$ cat src/rtl/ntt_defines.svh
// ML-DSA NTT butterfly block
// field width, modulus and pipeline latencies

`ifndef NTT_DEFINES_SVH
`define NTT_DEFINES_SVH

// coefficient width for q = 8380417
`define NTT_COEFF_W 23

// ML-DSA prime modulus
`define NTT_Q 23'd8380417

// one butterfly unit: product, reduce, final add/sub
`define NTT_UNIT_LAT 3

// decode + two unit stages + result register
`define NTT_TOTAL_LAT 8

`endif

$ cat src/rtl/ntt_pkg.sv
// ML-DSA NTT butterfly block
// item modes, per-unit operations and the output word

`include "ntt_defines.svh"

package ntt_pkg;

    // mode carried by each item
    typedef enum logic [2:0] {
        ct  = 3'd0,
        gs  = 3'd1,
        pwm = 3'd2,
        pwa = 3'd3,
        pws = 3'd4
    } ntt_mode_e;

    // what one butterfly unit does with its operands
    typedef enum logic [2:0] {
        op_ct  = 3'd0,
        op_gs  = 3'd1,
        op_mul = 3'd2,
        op_mac = 3'd3,
        op_add = 3'd4,
        op_sub = 3'd5
    } ntt_unit_op_e;

    // one output word, read as two butterfly pairs or four pointwise lanes
    typedef union packed {
        struct packed {
            logic [`NTT_COEFF_W-1:0] u20, v20, u21, v21;
        } bf;
        struct packed {
            logic [`NTT_COEFF_W-1:0] uv0, uv1, uv2, uv3;
        } pw;
    } ntt_result_word_u;

endpackage

$ cat src/rtl/ntt_decode.sv
// NTT input stage
// registers one item, routes butterfly or pointwise operands and
// turns mode and accumulate into per-unit operations

`timescale 1ns/1ns
`include "ntt_defines.svh"

module ntt_decode (
    input  logic                      clk,
    input  logic                      reset_n,
    input  logic                      valid_i,
    input  ntt_pkg::ntt_mode_e        mode_i,
    input  logic                      accumulate_i,
    input  logic [`NTT_COEFF_W-1:0]   u00_i, v00_i, u01_i, v01_i,
    input  logic [`NTT_COEFF_W-1:0]   w00_i, w01_i, w10_i, w11_i,
    input  logic [`NTT_COEFF_W-1:0]   pu0_i, pu1_i, pu2_i, pu3_i,
    input  logic [`NTT_COEFF_W-1:0]   pv0_i, pv1_i, pv2_i, pv3_i,
    input  logic [`NTT_COEFF_W-1:0]   pw0_i, pw1_i, pw2_i, pw3_i,
    output logic                      valid_o,
    output ntt_pkg::ntt_mode_e        mode_o,
    output ntt_pkg::ntt_unit_op_e     op_s1_o,
    output ntt_pkg::ntt_unit_op_e     op_s2_o,
    output logic [`NTT_COEFF_W-1:0]   s1_u0_o, s1_v0_o, s1_w0_o,
    output logic [`NTT_COEFF_W-1:0]   s1_u1_o, s1_v1_o, s1_w1_o,
    output logic [`NTT_COEFF_W-1:0]   s2_u0_o, s2_v0_o, s2_w0_o,
    output logic [`NTT_COEFF_W-1:0]   s2_u1_o, s2_v1_o, s2_w1_o
);
    import ntt_pkg::*;

    logic         pw_mode;
    ntt_unit_op_e op_next;

    assign pw_mode = mode_i inside {pwm, pwa, pws};

    // accumulate only changes the pwm operation
    always_comb begin
        case (mode_i)
            ct:      op_next = op_ct;
            gs:      op_next = op_gs;
            pwm:     op_next = accumulate_i ? op_mac : op_mul;
            pwa:     op_next = op_add;
            pws:     op_next = op_sub;
            default: op_next = op_ct;
        endcase
    end

    always_ff @(posedge clk or negedge reset_n) begin
        if (!reset_n) begin
            valid_o <= 1'b0;
            mode_o  <= ct;
            op_s1_o <= op_ct;
            op_s2_o <= op_ct;
            {s1_u0_o, s1_v0_o, s1_w0_o, s1_u1_o, s1_v1_o, s1_w1_o} <= '0;
            {s2_u0_o, s2_v0_o, s2_w0_o, s2_u1_o, s2_v1_o, s2_w1_o} <= '0;
        end else begin
            valid_o <= valid_i;
            mode_o  <= mode_i;
            op_s1_o <= op_next;
            op_s2_o <= op_next;
            if (pw_mode) begin
                // lanes 0 and 1 to stage 1, lanes 2 and 3 wait for stage 2
                {s1_u0_o, s1_v0_o, s1_w0_o} <= {pu0_i, pv0_i, pw0_i};
                {s1_u1_o, s1_v1_o, s1_w1_o} <= {pu1_i, pv1_i, pw1_i};
                {s2_u0_o, s2_v0_o, s2_w0_o} <= {pu2_i, pv2_i, pw2_i};
                {s2_u1_o, s2_v1_o, s2_w1_o} <= {pu3_i, pv3_i, pw3_i};
            end else begin
                {s1_u0_o, s1_v0_o, s1_w0_o} <= {u00_i, v00_i, w00_i};
                {s1_u1_o, s1_v1_o, s1_w1_o} <= {u01_i, v01_i, w01_i};
                // stage 2 u/v come from stage 1 results, only twiddles pass here
                {s2_u0_o, s2_v0_o, s2_w0_o} <= {{2*`NTT_COEFF_W{1'b0}}, w10_i};
                {s2_u1_o, s2_v1_o, s2_w1_o} <= {{2*`NTT_COEFF_W{1'b0}}, w11_i};
            end
        end
    end

endmodule

$ cat config.mk
export PLATFORM = sky130hd
export DESIGN_NAME = ntt_decode
export DESIGN_NICKNAME = d
export VERILOG_FILES = /design/src/rtl/ntt_pkg.sv /design/src/rtl/ntt_decode.sv
export VERILOG_INCLUDE_DIRS = /design/src /design/src/rtl
export SDC_FILE = /design/constraint.sdc
export NUM_CORES = 1
export LEC_CHECK = 0
export ABC_CLOCK_PERIOD_IN_PS = 800
export BUFFER_PORTS_ARGS = -buffer_cell sky130_fd_sc_hd__buf_4
export CAP_MARGIN = 10
export CORE_AREA = 3 3 289 291
export DETAILED_ROUTE_END_ITERATION = 8
export DIE_AREA = 0 0 292 294
export GPL_TIMING_DRIVEN = 0
export SKIP_CTS_REPAIR_TIMING = 1
export SLEW_MARGIN = 40
export SYNTH_ARGS = -nofsm -noshare
export SYNTH_HDL_FRONTEND = slang
export SYNTH_SLANG_ARGS = --single-unit
$ cat constraint.sdc
create_clock -name clk -period 0.8 [get_ports clk]
set_input_delay 0.16 -clock clk [delete_from_list [all_inputs] [get_ports clk]]
set_output_delay 0.16 -clock clk [all_outputs]
set_load 0.01 [all_outputs]
# Word-level counts from Yosys, hierarchy flattened
# Index checks and enable logic that the tools add are counted.
dict set report op_classes {
  order_cmp 0
  addsub 0
  reduce_logical 1
  multipliers 0
  eq_ne 4
  bitwise_logic 0
  n_div 0
  muxes 14
  n_shift 0
}
# cell n
set ops {}
lappend ops {{two-way mux 23 bit} 12}
lappend ops {{one-hot mux 3 bit (4 select lines)} 1}
lappend ops {{== test 3 x 2 -> 1 bit (second input constant)} 2}
lappend ops {{== test 3 x 1 -> 1 bit (second input constant)} 1}
lappend ops {{== test 3 bit (second input constant)} 1}
lappend ops {{nonzero test 3 bit} 1}
lappend ops {{two-way mux 1 bit} 1}
dict set report totals {
  memories 0
  rom_bits 0
  inputBits 467
  mem_bits_rw 0
  elab_cells 34
  output_inout_bits 286
  reg_bits 283
  latch_bits 0
}

# Logic depth before layout (Yosys ltp)
dict set report logic_depth {
  depth_word 3
  depth_mapped 5
  depth_no_buf 3
}

# Worst setup path before layout
# OpenSTA, ideal clock, no wires.
dict set report synth_path {
  path_type {input to register}
  start {in mode_i[0]}
  end {reg s1_u1_o[0]}
  slack_ns -0.438
  arrival_time_ns 1.112
  setup_time_ns 0.125
  path_stages 5
  n_path_buf 2
  required_time_ns 0.675
  path_cell_list {nand2b_4 > o21ai_4 > buf_6 > buf_6 > mux2_4}
}
dict set report synth_between {
  elab_chain_len 3
  elab_cells_between_ends 5
  cone_classes {eq/ne: 3; mux: 1; reduce/logical: 1}
}
# item line_no
set synth_rtl {}
lappend synth_rtl {{start: declaration} ntt_decode.sv:12} ;# input ntt_pkg::ntt_mode_e mode_i,
lappend synth_rtl {{== test 3 x 2 -> 1 bit / == test 3 bit (equally long branches)} ntt_decode.sv:33} ;# assign pw_mode = mode_i inside {pwm, pwa, pws};
lappend synth_rtl {{nonzero test 3 bit (*)} ntt_decode.sv:33}
lappend synth_rtl {{two-way mux 23 bit (*)} ntt_decode.sv:60} ;# if (pw_mode) begin
lappend synth_rtl {{end signal: assignment} ntt_decode.sv:63} ;# {s1_u1_o, s1_v1_o, s1_w1_o} <= {pu1_i, pv1_i, pw1_i};
lappend synth_rtl {{end signal: assignment} ntt_decode.sv:68} ;# {s1_u1_o, s1_v1_o, s1_w1_o} <= {u01_i, v01_i, w01_i};
lappend synth_rtl {{end: declaration} ntt_decode.sv:24} ;# output logic [`NTT_COEFF_W-1:0] s1_u1_o, s1_v1_o, s1_w1_o,
# Every way passes the cells marked *; elsewhere a longest branch is shown, timed or not.

==> results.ini <==
[detailed_routing]
detail-route-antenna-nets=0
postRouteWirelength_mm=60.2
drc=0
viasPerCell=3.44
routedWlPerCell_um=20.1
vias=10286
dr.pass1.iters=4
drt-initial-drc-count=223

[worst_setup_path]
crit_path_start=op_s2_o[2]
path_class=reg -> out
start_kind=register
crit_end=op_s1_o[2]
arrival_ns=1.27
required_ns=0.64
path_max_fanout=2
endpoint_kind=output pin

[timing]
slew_headroom_pct=72.1
hold_ws_ns=-0.631
fmaxAchievable_mhz=700
layout_min_cycle_time_ns=1.43
finalMaxSlewViolations=0
rsz0062_at_grt=yes
setup_violations=564
hold_viol=146
worst_pin_slew_ns=0.419
final.setup.tns_ns=-200.64
post-route-period-util_pct=179
fin_ws_ns=-0.629

[grt]
antenna_found_initial=20
track_usage_pct=10.6
grt_pass1_wl_mm=65.8
grt-ovfl-total=0
grt_max_degree=75
grt_pass1_vias=9153

[synthesis]
syn_inst=600
synth_area_per_cell_um2=17.7
synth_top_area_share_pct=66.6
netlist_area_mm2=0.0106
synth-seq-cells=283
synth_nets=1067
synth_top_area_cell=dfrtp_1
ys.warnings.count=0
synth_area_leaders=dfrtp_1, mux2_4, and2_1, mux2_2, buf_6
yosysSeqAreaShare_pct=66.6
yosys.cell_types.count=17

[floorplan]
fp.coreArea_mm2=0.0808
pin_count=753
placementRows=104
die_h_um=294
die_area_mm2=0.0858
start_util_pct=13.2
die_w_um=292

[place]
post-place-ws_ns=-1.20
portBuffers=752
dpl.hpwl_mm=40.9
dp_cells=2416
gp_congestion=0.878

[run_status]
violations=hold timing, setup timing
status=finished, violations left

[cells_and_area]
nets=2367
area_delta_synth_final_pct=142
fill_cells=7672
fin_cells=2994
drive_gt1_share_pct=56.1

[clock_network]
clk_pin_slew_ns=0.06
htreeDepth=1
cts_buffer_depth=3
clock-sinks=283
tritoncts=done
ctsRootBufferMaster=clkbuf_16
numCtsBuffers=31

[min_path]
hold_path_class=in -> async

[job]
cap_violations=0

[pwr]
vdd_ir_drop_max_mv=1.38
finalPower_mw=41.9
power_density_mw_per_mm2=1630
leakagePower_nw=12.2

## metrics by stage
stage               instance area (um2)  utilization, %
floorplan                         10700               -
global placement                  17700            21.9
detailed placement                17800            22.0
CTS                               18800            23.3
global route                      25700            31.8
finish                            25700            31.8
## cells in the final DEF (no fill, tap or decap), drive strengths merged
cell type	instances
and2	92
buf	809
bufinv	3
clkbuf	67
clkinv	6
clkinvlp	3
dfrtp	283
diode	12
dlygate4sd3	467
inv	1
mux2	184
nand2b	2
nor2	1
o21ai	1
o22ai	1
o2bb2ai	1
xnor2	1
## cell usage after synthesis
| cell type | count |
|---|---|
| dfrtp_1 | 283 |
| mux2_4 | 148 |
| and2_1 | 92 |
| mux2_2 | 36 |
| buf_6 | 17 |
| clkbuf_1 | 5 |
| buf_2 | 4 |
| clkbuf_2 | 4 |
| buf_4 | 3 |
| inv_1 | 1 |
| nand2b_2 | 1 |
| nand2b_4 | 1 |
| nor2_1 | 1 |
| o21ai_4 | 1 |
| o22ai_1 | 1 |
| o2bb2ai_1 | 1 |
| xnor2_1 | 1 |
## worst min-delay path by stage
stage             from     endpoint  slack [ns]  depth (start not counted)
3_5_place_dp   reset_n  s2_u1_o[13]       -0.02                          1
6_report       reset_n  s2_v1_o[12]       -0.63                          1
3_3_place_gp   valid_i      valid_o        0.27                          1
4_1_cts        reset_n  s2_v1_o[12]       -0.68                          1
5_1_grt        reset_n  s2_v1_o[12]       -0.66                          1
2_1_floorplan  reset_n    mode_o[0]       -0.14                          0
## cell families after synthesis
kind of cell | share of synthesized area, %
xor gates and xnor gates | 0.0824
AOI/OAI and AO/OA | 0.294
and+or+nand+nor | 5.66
DFF | 66.6
buffers and inverters | 2.60
muxes | 24.7
## layer usage
metal	wire length, um	share of wire (%)	GRT usage [%]	up-vias
met4	2010	3.3	3.59	10
li1	-	-	-	4614
met1	22100	37	10.7	5038
met5	59	0.098	0	-
met2	30900	51	18.2	527
met3	5120	8.5	6.04	97
## area by class of cell
type | instances | area (um2) | area share, %
Sequential cell | 283 | 7080 | 27.5
Tap cell | 1060 | 1330 | 5.15
Multi-Input combinational cell | 283 | 3290 | 12.8
Clock buffer | 43 | 921 | 3.58
Buffer | 33 | 593 | 2.30
Timing Repair Buffer | 1267 | 12300 | 47.9
Antenna cell | 12 | 30.0 | 0.117
Clock inverter | 12 | 143 | 0.554
Inverter | 1 | 3.75 | 0.0146
## where the power goes
group	leakage [nW]	switching (mW)	internal, mW
Sequential	3.45	0.604	15.4
Combinational	8.25	3.80	7.23
Clock	0.523	6.00	8.91
## critical path: stages (launching register included)
cell	delay, ns
dfrtp_1	0.42
buf_6	0.15
buf_6	0.11
Note: power is estimated with default switching activity, not from simulation.
