## src/rtl/ntt_defines.svh

```systemverilog
// ML-DSA NTT butterfly block
// field width, modulus and pipeline latencies

`ifndef NTT_DEFINES_SVH
`define NTT_DEFINES_SVH

// coefficient width for q = 8380417
`define NTT_COEFF_W 23

// ML-DSA prime modulus
`define NTT_Q 23'd8380417

// one butterfly unit: product, reduce, final add/sub
`define NTT_UNIT_LAT 3

// decode + two unit stages + result register
`define NTT_TOTAL_LAT 8

`endif

```

## src/rtl/ntt_pkg.sv

```systemverilog
// ML-DSA NTT butterfly block
// item modes, per-unit operations and the output word

`include "ntt_defines.svh"

package ntt_pkg;

    // mode carried by each item
    typedef enum logic [2:0] {
        ct  = 3'd0,
        gs  = 3'd1,
        pwm = 3'd2,
        pwa = 3'd3,
        pws = 3'd4
    } ntt_mode_e;

    // what one butterfly unit does with its operands
    typedef enum logic [2:0] {
        op_ct  = 3'd0,
        op_gs  = 3'd1,
        op_mul = 3'd2,
        op_mac = 3'd3,
        op_add = 3'd4,
        op_sub = 3'd5
    } ntt_unit_op_e;

    // one output word, read as two butterfly pairs or four pointwise lanes
    typedef union packed {
        struct packed {
            logic [`NTT_COEFF_W-1:0] u20, v20, u21, v21;
        } bf;
        struct packed {
            logic [`NTT_COEFF_W-1:0] uv0, uv1, uv2, uv3;
        } pw;
    } ntt_result_word_u;

endpackage

```

## src/rtl/ntt_result.sv

```systemverilog
// NTT output stage
// packs butterfly pairs or pointwise lanes into one word by mode

`timescale 1ns/1ns
`include "ntt_defines.svh"

module ntt_result (
    input  logic                      clk,
    input  logic                      reset_n,
    input  logic                      valid_i,
    input  ntt_pkg::ntt_mode_e        mode_i,
    input  logic [`NTT_COEFF_W-1:0]   u20_i, v20_i, u21_i, v21_i,
    input  logic [`NTT_COEFF_W-1:0]   pw0_i, pw1_i, pw2_i, pw3_i,
    output logic                      valid_o,
    output ntt_pkg::ntt_result_word_u data_o
);
    import ntt_pkg::*;

    ntt_result_word_u word_next;

    always_comb begin
        word_next = '0;
        if (mode_i inside {pwm, pwa, pws}) begin
            word_next.pw.uv0 = pw0_i;
            word_next.pw.uv1 = pw1_i;
            word_next.pw.uv2 = pw2_i;
            word_next.pw.uv3 = pw3_i;
        end else begin
            // ct and gs
            word_next.bf.u20 = u20_i;
            word_next.bf.v20 = v20_i;
            word_next.bf.u21 = u21_i;
            word_next.bf.v21 = v21_i;
        end
    end

    always_ff @(posedge clk or negedge reset_n) begin
        if (!reset_n) begin
            valid_o <= 1'b0;
            data_o  <= '0;
        end else begin
            valid_o <= valid_i;
            data_o  <= word_next;
        end
    end

endmodule

```

## config.mk

```make
export PLATFORM = sky130hd
export DESIGN_NAME = ntt_result
export DESIGN_NICKNAME = d
export VERILOG_FILES = /design/src/rtl/ntt_pkg.sv /design/src/rtl/ntt_result.sv
export VERILOG_INCLUDE_DIRS = /design/src /design/src/rtl
export SDC_FILE = /design/constraint.sdc
export NUM_CORES = 1
export LEC_CHECK = 0
export ABC_AREA = 1
export BUFFER_PORTS_ARGS = -buffer_cell sky130_fd_sc_hd__buf_2
export CAP_MARGIN = 15
export CORE_AREA = 2 2 110 112
export CTS_CLUSTER_DIAMETER = 80
export DETAILED_ROUTE_END_ITERATION = 7
export DIE_AREA = 0 0 112 114
export PLACE_DENSITY = 0.75
export SYNTH_ARGS = -nofsm -noshare
export SYNTH_HDL_FRONTEND = slang
export SYNTH_SLANG_ARGS = --single-unit
```

## constraint.sdc

```tcl
create_clock -name clk -period 0.8 [get_ports clk]
set_clock_uncertainty 0.2 [all_clocks]
set_input_delay 0.12 -clock clk [delete_from_list [all_inputs] [get_ports clk]]
set_output_delay 0.12 -clock clk [all_outputs]
set_load 0.005 [all_outputs]
```

# ---- Word level (Yosys, flattened, before mapping)
# Index checks and enable logic that the tools add are counted.
dict set report classes {
  n_eq_ne 3
  n_mux 1
  reduce_logical 1
}
# cell n
set ops {}
lappend ops {{$mux W92} 1}
lappend ops {{$eq A3 B2 Y1 const B} 2}
lappend ops {{$eq A3 B3 Y1 const B} 1}
lappend ops {{$reduce_bool A3 Y1} 1}
dict set report totals {
  regBits 93
  inputBits 190
  out_inout_bits 93
  word_cells 7
}

# ---- Longest topological paths before layout
# Gate-level depths: netlist of the first run.
dict set report depth {
  ltp_word 3
  ltp_mapped 7
  depth_no_buf 5
}

# ---- Worst setup path after synthesis of the first run
# Ideal clock, no wire load.
dict set report synth_path {
  path_type {input -> register}
  start {input port mode_i[1]}
  end {register data_o[10] (netlist name)}
  setup_ns 0.117
  arrival_ns 0.641
  required_time_ns 0.483
  setup_slack_ns -0.158
  path_stages 6
  n_path_buf 2
  cell_sequence {nor2_1 -> nand2_1 -> buf_6 -> buf_6 -> nand3_1 -> nand2_1}
}
# item line
set synth_lines {}
lappend synth_lines {{from (decl)} ntt_result.sv:11} ;# input ntt_pkg::ntt_mode_e mode_i,
lappend synth_lines {{to (signal assigned)} ntt_result.sv:43} ;# data_o <= word_next;
lappend synth_lines {{to (decl)} ntt_result.sv:15} ;# output ntt_pkg::ntt_result_word_u data_o

# ---- Final worst setup path of the first run
dict set report layout_path {
  start {register data_o[65] (netlist name)}
  end {output port data_o[65] (netlist name)}
}
# No word-level cell between the ends.

==> impl_table.tex, run 1 <==
\begin{tabular}{lr}
\hline
Metric & Value \\
\hline
\multicolumn{2}{l}{\textbf{Pwr}} \\
\quad Combinational share of power & 25.1\% \\
\quad Total power divided by cell area & 1680 nW/µm² \\
\quad Sequential Power Share & 42.8\% \\
\quad Peak supply drop & 1.23 mV \\
\quad Switching share of total power & 27.3\% \\
\quad Cell internal power dissipation & 8.94 mW \\
\quad Leakage power total & 3.99 nW \\
\quad Switching Power & 3.36 mW \\
\quad Share of total power in the clock network & 32.1\% \\
\multicolumn{2}{l}{\textbf{Timing}} \\
\quad Setup repair after global routing missed its margin & true \\
\quad Actual slew at the worst max-slew pin & 0.267 ns \\
\quad WHS & -0.197 ns \\
\quad Upper clock frequency limit & 0.846 GHz \\
\quad Number of pins with negative max-slew slack in the final report & 0 \\
\quad Worst setup margin & -0.382 ns \\
\quad Final period utilization & 148\% \\
\quad Setup violators final & 185 \\
\quad Min Clock Period, post-route & 1.18 ns \\
\quad Worst slew margin & 82.2\% \\
\quad Final hold viol count & 92 \\
\multicolumn{2}{l}{\textbf{Route}} \\
\quad Average detailed-routed wire length per instance & 19.9 µm \\
\quad Violation count after the first detailed-routing iteration & 377 \\
\quad Router iterations before antenna repair & 4 \\
\quad Detail Route Antenna Nets & 0 \\
\quad Vias per std cell & 5.12 \\
\quad Total length of routed wires & 17.4 mm \\
\quad Remaining routing DRC violations & 0 \\
\quad Via Count & 4482 \\
\multicolumn{2}{l}{\textbf{Synth}} \\
\quad Syn. warnings & 0 \\
\quad Part of the Yosys area used for sequential elements & 58.7\% \\
\quad Synthesized netlist net count & 608 \\
\quad Top cells by area, synth & dfrtp\_1 59\%, nand3\_1 23\%, nand2\_1 9.2\% \\
\quad Netlist cell types & 9 \\
\quad Combined area of all synthesized cells & 3960 µm² \\
\quad Cell type with the largest total area after synthesis & dfrtp\_1 \\
\quad Gate count after technology mapping & 418 \\
\quad Mapped Avg Cell Area & 9.48 µm² \\
\quad Number of flip-flops and latches in the synthesized netlist & 93 \\
\quad Area fraction of the dominant cell type after synthesis & 58.7\% \\
\multicolumn{2}{l}{\textbf{Die}} \\
\quad Row count & 40 \\
\quad Die height & 114 µm \\
\quad Starting density of the core & 33.8\% \\
\quad DIE AREA & 12800 µm² \\
\quad Die X & 112 µm \\
\quad Area inside the core boundary & 11700 µm² \\
\quad Top-Level Pins & 283 \\
\multicolumn{2}{l}{\textbf{Final layout}} \\
\quad Most used cells in the layout excluding fill and tap cells & 277 x buf\_2, 93 x nand3\_2, 93 x dfrtp\_1 \\
\quad Final net count & 915 \\
\quad Fillers & 945 \\
\quad Fraction of final layout cells with drive strength greater than 1 & 64.3\% \\
\quad Signed area change from the synthesized netlist to the final layout & 85.4\% \\
\quad Leading cell type in the layout, fill and taps excluded & buf\_2 \\
\quad End-of-flow core utilization & 62.7\% \\
\quad Final standard cell area without fillers & 7340 µm² \\
\quad \# diodes & 0 \\
\multicolumn{2}{l}{\textbf{Critical path}} \\
\quad CP Data Required Time & 0.48 ns \\
\quad Crit start category & flop \\
\quad Combined buffer and inverter count along the critical path & 1 \\
\quad Crit path max fanout & 1 \\
\quad Dominant delay contributor by cell family on the critical path & flip-flops \\
\quad Crit Path Category & flop to output port \\
\quad Worst Setup End Kind & output port \\
\quad Critical path cell sequence & buf\_2 \\
\quad Slowest stage cell on the critical path & dfrtp\_1 \\
\quad Worst path max stage delay & 0.39 ns \\
\quad Data arrival time at the worst-slack endpoint & 0.86 ns \\
\multicolumn{2}{l}{\textbf{Global route}} \\
\quad Largest net degree at the start of global routing & 48 \\
\quad Wire length of the first global-routing pass & 22.2 mm \\
\quad Sum of overflow across all layers after global routing & 0 \\
\quad Antenna violations before repair & 0 \\
\quad Total global-route track usage & 22.8\% \\
\quad Via count of the first global-routing pass & 4187 \\
\multicolumn{2}{l}{\textbf{Place}} \\
\quad Detailed placement HPWL & 8.93 mm \\
\quad Placed Area & 5590 µm² \\
\quad GPL Wtd Cong & 0.848 \\
\quad Count of buffers from port buffering & 282 \\
\multicolumn{2}{l}{\textbf{CTS}} \\
\quad Number of buffers created by CTS & 9 \\
\quad Count of hold-fix buffers inserted at cts & 2 \\
\quad Clk buf depth & 2 \\
\quad Clock slew at reported path FFs & 0.06 ns \\
\quad Number of levels in the clock H-tree & 3 \\
\quad Clock tree from TritonCTS & yes \\
\quad Clock sink count & 93 \\
\quad CTS Root Buffer Type & clkbuf\_16 \\
\multicolumn{2}{l}{\textbf{Min path}} \\
\quad HP Class & input port to flop \\
\multicolumn{2}{l}{\textbf{Status}} \\
\quad Run status & finished, violations left \\
\quad Failing checks & hold timing, setup timing \\
\multicolumn{2}{l}{\textbf{Job}} \\
\quad Max capacitance violation total & 0 \\
\hline
\end{tabular}
state kept, by name, summed over array words and instances (netlist names):
register,count
data_o,92
valid_o,1
cell families after synthesis:
logic type / Yosys count / share of synthesized area, %
buf+inv: 43 / 8.72
flops: 93 / 58.7
simple gates: 282 / 32.5
final cells by class:
| type | count | area (µm²) | share of cell area, % |
|---|---|---|---|
| Sequential cell | 93 | 2330 | 31.7 |
| Clock buffer | 12 | 256 | 3.49 |
| Clock inverter | 2 | 10.0 | 0.136 |
| Timing Repair Buffer | 334 | 2550 | 34.8 |
| Tap cell | 147 | 184 | 2.50 |
| Inverter | 3 | 23.8 | 0.324 |
| Multi-Input combinational cell | 284 | 1990 | 27.1 |
synthesized netlist by cell type:
| cell | instances |
|---|---|
| dfrtp_1 | 93 |
| clkbuf_1 | 1 |
| inv_1 | 3 |
| nor2_1 | 1 |
| nand3_1 | 184 |
| buf_2 | 12 |
| buf_6 | 18 |
| buf_4 | 9 |
| nand2_1 | 97 |
through the flow:
step                      total power [mW]  std cells  setup TNS (ns)  setup WS [ns]
after detailed placement              7.50        820          -31.95         -0.380
after global placement                7.46        820          -30.45         -0.362
final                                 12.3        875          -39.93         -0.382
after floorplan                       6.30        418          -12.27         -0.152
after CTS                             12.0        859          -36.49         -0.395
after global routing                  12.8        875          -44.24         -0.406
path summary, 6_finish.rpt:
check | start | end | slack, ns | cells past startpoint
worst max-delay path | data_o[65]$_DFF_PN0_ | data_o[65] | -0.38 | 1
worst min-delay path | v21_i[4] | data_o[4]$_DFF_PN0_ | -0.20 | 3
max in group asynchronous | reset_n | data_o[84]$_DFF_PN0_ | 0.05 | 3
min in group asynchronous | reset_n | data_o[11]$_DFF_PN0_ | 0.11 | 3
repair_timing:
action / in CTS / in global routing
setup buffers: 7 / 4
pin swaps: 25 / 76
gates cloned: 16 / 14
setup endpoints to repair: 105 / 185
hold endpoints to repair: 186 / 92
resized for setup: 64 / 90
power by group through the flow:
| stage | Sequential [mW] | Clock, mW | Combinational, mW |
|---|---|---|---|
| floorplan | 5.42 | 0 | 0.876 |
| global placement | 5.34 | 0 | 2.11 |
| detailed placement | 5.35 | 0 | 2.14 |
| CTS | 5.27 | 4.03 | 2.67 |
| global route | 5.30 | 4.23 | 3.31 |
| finish | 5.27 | 3.95 | 3.09 |
layer usage:
metal	vias up	GRT usage, %	wire length [µm]
met5	-	0	0
met4	0	9.19	435
met3	41	5.84	1360
met2	265	40.2	9060
met1	2145	26.7	6560
li1	2031	-	-
Note: power is estimated with default switching activity, not from simulation.
==> inputs of run 2 (changes only) <==
--- a/config.mk
+++ b/config.mk
@@ -13,6 +13,7 @@
 export CTS_CLUSTER_DIAMETER = 80
 export DETAILED_ROUTE_END_ITERATION = 7
 export DIE_AREA = 0 0 112 114
+export MAX_ROUTING_LAYER = met4
 export PLACE_DENSITY = 0.75
 export SYNTH_ARGS = -nofsm -noshare
 export SYNTH_HDL_FRONTEND = slang
==> impl_table.tex, run 2 (synthesis gave the netlist of run 1 again) <==
\begin{tabular}{lr}
\hline
Metric & Value \\
\hline
\multicolumn{2}{l}{\textbf{Global route}} \\
\quad Via count of the first global-routing pass & 4187 (unchanged) \\
\quad Total global-route track usage & 23.5\% (was 22.8\%) \\
\quad Sum of overflow across all layers after global routing & 0 (unchanged) \\
\quad Wire length of the first global-routing pass & 22.2 mm (about the same) \\
\quad Largest net degree at the start of global routing & 48 (unchanged) \\
\quad Antenna violations before repair & 0 (unchanged) \\
\multicolumn{2}{l}{\textbf{Pwr}} \\
\quad Leakage power total & 3.97 nW (was 3.99 nW) \\
\quad Total power divided by cell area & 1680 nW/µm² (about the same) \\
\quad Total Power Consumption & 12.3 mW (about the same) \\
\quad Peak supply drop & 1.22 mV (was 1.23 mV) \\
\multicolumn{2}{l}{\textbf{Final layout}} \\
\quad Leading cell type in the layout, fill and taps excluded & buf\_2 (unchanged) \\
\quad Most used cells in the layout excluding fill and tap cells & 277 x buf\_2, 93 x dfrtp\_1, 89 x nand3\_1, 89 x nand3\_2, 79 x nand2\_1 (was 277 x buf\_2, 93 x nand3\_2, 93 x dfrtp\_1) \\
\quad Final Non-Filler Cells & 873 (was 875) \\
\quad Final net count & 913 (was 915) \\
\quad Fraction of final layout cells with drive strength greater than 1 & 63.6\% (was 64.3\%) \\
\quad Signed area change from the synthesized netlist to the final layout & 84.3\% (was 85.4\%) \\
\quad Register with the highest flop count & data\_o (unchanged) \\
\quad End-of-flow core utilization & 62.4\% (was 62.7\%) \\
\quad Largest register FFs & 92 (unchanged) \\
\quad \# diodes & 0 (unchanged) \\
\quad Largest regs & data\_o x92, valid\_o x1 (unchanged) \\
\multicolumn{2}{l}{\textbf{Critical path}} \\
\quad Slowest stage cell on the critical path & dfrtp\_1 (unchanged) \\
\quad Critical path cell sequence & buf\_2 (unchanged) \\
\quad Worst Setup End Kind & output port (unchanged) \\
\quad Crit Path Category & flop to output port (unchanged) \\
\quad Dominant delay contributor by cell family on the critical path & flip-flops (unchanged) \\
\quad Worst path max stage delay & 0.40 ns (was 0.39 ns) \\
\quad Data arrival time at the worst-slack endpoint & 0.87 ns (was 0.86 ns) \\
\quad Critical Path Stages & 1 (unchanged) \\
\quad CP Data Required Time & 0.48 ns (about the same) \\
\quad Combined buffer and inverter count along the critical path & 1 (unchanged) \\
\quad Crit path max fanout & 1 (unchanged) \\
\quad Crit start category & flop (unchanged) \\
\multicolumn{2}{l}{\textbf{CTS}} \\
\quad Clock sink count & 93 (unchanged) \\
\quad Number of buffers created by CTS & 9 (unchanged) \\
\quad Clk buf depth & 2 (unchanged) \\
\quad Clock tree from TritonCTS & yes (unchanged) \\
\quad Clock slew at reported path FFs & 0.06 ns (about the same) \\
\quad Number of levels in the clock H-tree & 3 (unchanged) \\
\quad Count of hold-fix buffers inserted at cts & 2 (unchanged) \\
\quad CTS Root Buffer Type & clkbuf\_16 (unchanged) \\
\multicolumn{2}{l}{\textbf{Place}} \\
\quad Count of buffers from port buffering & 282 (unchanged) \\
\quad GPL Wtd Cong & 0.862 (was 0.848) \\
\quad Detailed placement HPWL & 8.93 mm (unchanged) \\
\quad Cells after DPL & 820 (unchanged) \\
\multicolumn{2}{l}{\textbf{Min path}} \\
\quad Hold path depth & 3 (unchanged) \\
\quad HP Class & input port to flop (unchanged) \\
\multicolumn{2}{l}{\textbf{Status}} \\
\quad Run status & finished, violations left (unchanged) \\
\quad Failing checks & hold timing, setup timing (unchanged) \\
\multicolumn{2}{l}{\textbf{Timing}} \\
\quad Setup repair after global routing missed its margin & true (unchanged) \\
\quad Setup violators final & 185 (unchanged) \\
\quad Number of pins with negative max-slew slack in the final report & 0 (unchanged) \\
\quad Actual slew at the worst max-slew pin & 0.269 ns (was 0.267 ns) \\
\quad Final hold viol count & 92 (unchanged) \\
\quad Worst slew margin & 82.0\% (was 82.2\%) \\
\quad WHS & -0.198 ns (was -0.197 ns) \\
\quad Min Clock Period, post-route & 1.19 ns (was 1.18 ns) \\
\quad Worst setup margin & -0.395 ns (was -0.382 ns) \\
\quad Upper clock frequency limit & 0.837 GHz (was 0.846 GHz) \\
\quad Final period utilization & 149\% (was 148\%) \\
\multicolumn{2}{l}{\textbf{Route}} \\
\quad Detail Route Antenna Nets & 0 (unchanged) \\
\quad Via Count & 4530 (was 4482) \\
\quad Total length of routed wires & 17.4 mm (about the same) \\
\quad Average detailed-routed wire length per instance & 19.9 µm (about the same) \\
\quad Violation count after the first detailed-routing iteration & 366 (was 377) \\
\quad Remaining routing DRC violations & 0 (unchanged) \\
\quad Vias per std cell & 5.19 (was 5.12) \\
\quad Router iterations before antenna repair & 5 (was 4) \\
\multicolumn{2}{l}{\textbf{Die}} \\
\quad DIE AREA & 12800 µm² (unchanged) \\
\quad Die X & 112 µm (unchanged) \\
\quad Starting density of the core & 33.8\% (unchanged) \\
\quad Die height & 114 µm (unchanged) \\
\quad Top-Level Pins & 283 (unchanged) \\
\quad Area inside the core boundary & 11700 µm² (unchanged) \\
\quad Row count & 40 (unchanged) \\
\multicolumn{2}{l}{\textbf{Job}} \\
\quad Max capacitance violation total & 0 (unchanged) \\
\hline
\end{tabular}
## run 2: cell count changes in the layout (fill, tap and decap cells not counted), sizes merged
cell / previous run / this run
buf: 321 / 319
## run 2: path summary, 6_finish.rpt
kind / start / to / slack (ns)
max: data_o[65]$_DFF_PN0_ / data_o[65] / -0.39
min: u20_i[1] / data_o[70]$_DFF_PN0_ / -0.20
max in group asynchronous: reset_n / data_o[84]$_DFF_PN0_ / 0.05
min in group asynchronous: reset_n / valid_o$_DFF_PN0_ / 0.11
## run 2: per-stage QoR
stage	worst slack, ns	TNS, ns	cell area, µm²
2_1_floorplan	-0.152	-12.27	4110
3_3_place_gp	-0.362	-30.45	5590
3_5_place_dp	-0.380	-31.95	5590
4_1_cts	-0.395	-36.49	6630
5_1_grt	-0.405	-43.50	7300
6_report	-0.395	-38.69	7300
## run 2: area by class of cell
type                       count  area, µm²
fill                         947       4410
timing repair buffer         332       2530
sequential                    93       2330
multi-input combinational    284       1970
clock buffer                  12        256
tap                          147        184
inverter                       3       23.8
clock inverter                 2       10.0
## run 2: routing by layer
layer	vias up	track usage [%]	wire length, µm
met1	2168	27.6	6690
met5	-	-	0
met3	43	4.57	1250
li1	2031	-	-
met2	288	40.1	8940
met4	0	9.19	479
## run 2: where the power goes
part	switching [mW]	total (mW)	internal, mW
Clock	1.73	3.96	2.23
Combinational	1.51	3.06	1.55
Sequential	0.123	5.27	5.15
Total	3.36	12.3	8.93
## run 2: repair_timing
item                                    4_1_cts  5_1_grt
gates cloned                                 16       13
resized for setup                            64       85
pin swaps                                    25       75
buffers inserted                              7        3
endpoints found under the setup margin      105      185
hold endpoints to repair                    186       92
## run 2: worst min-delay path: stages
cell	delay (ns)
buf_2	0.08
nand3_2	0.06
nand2_1	0.05
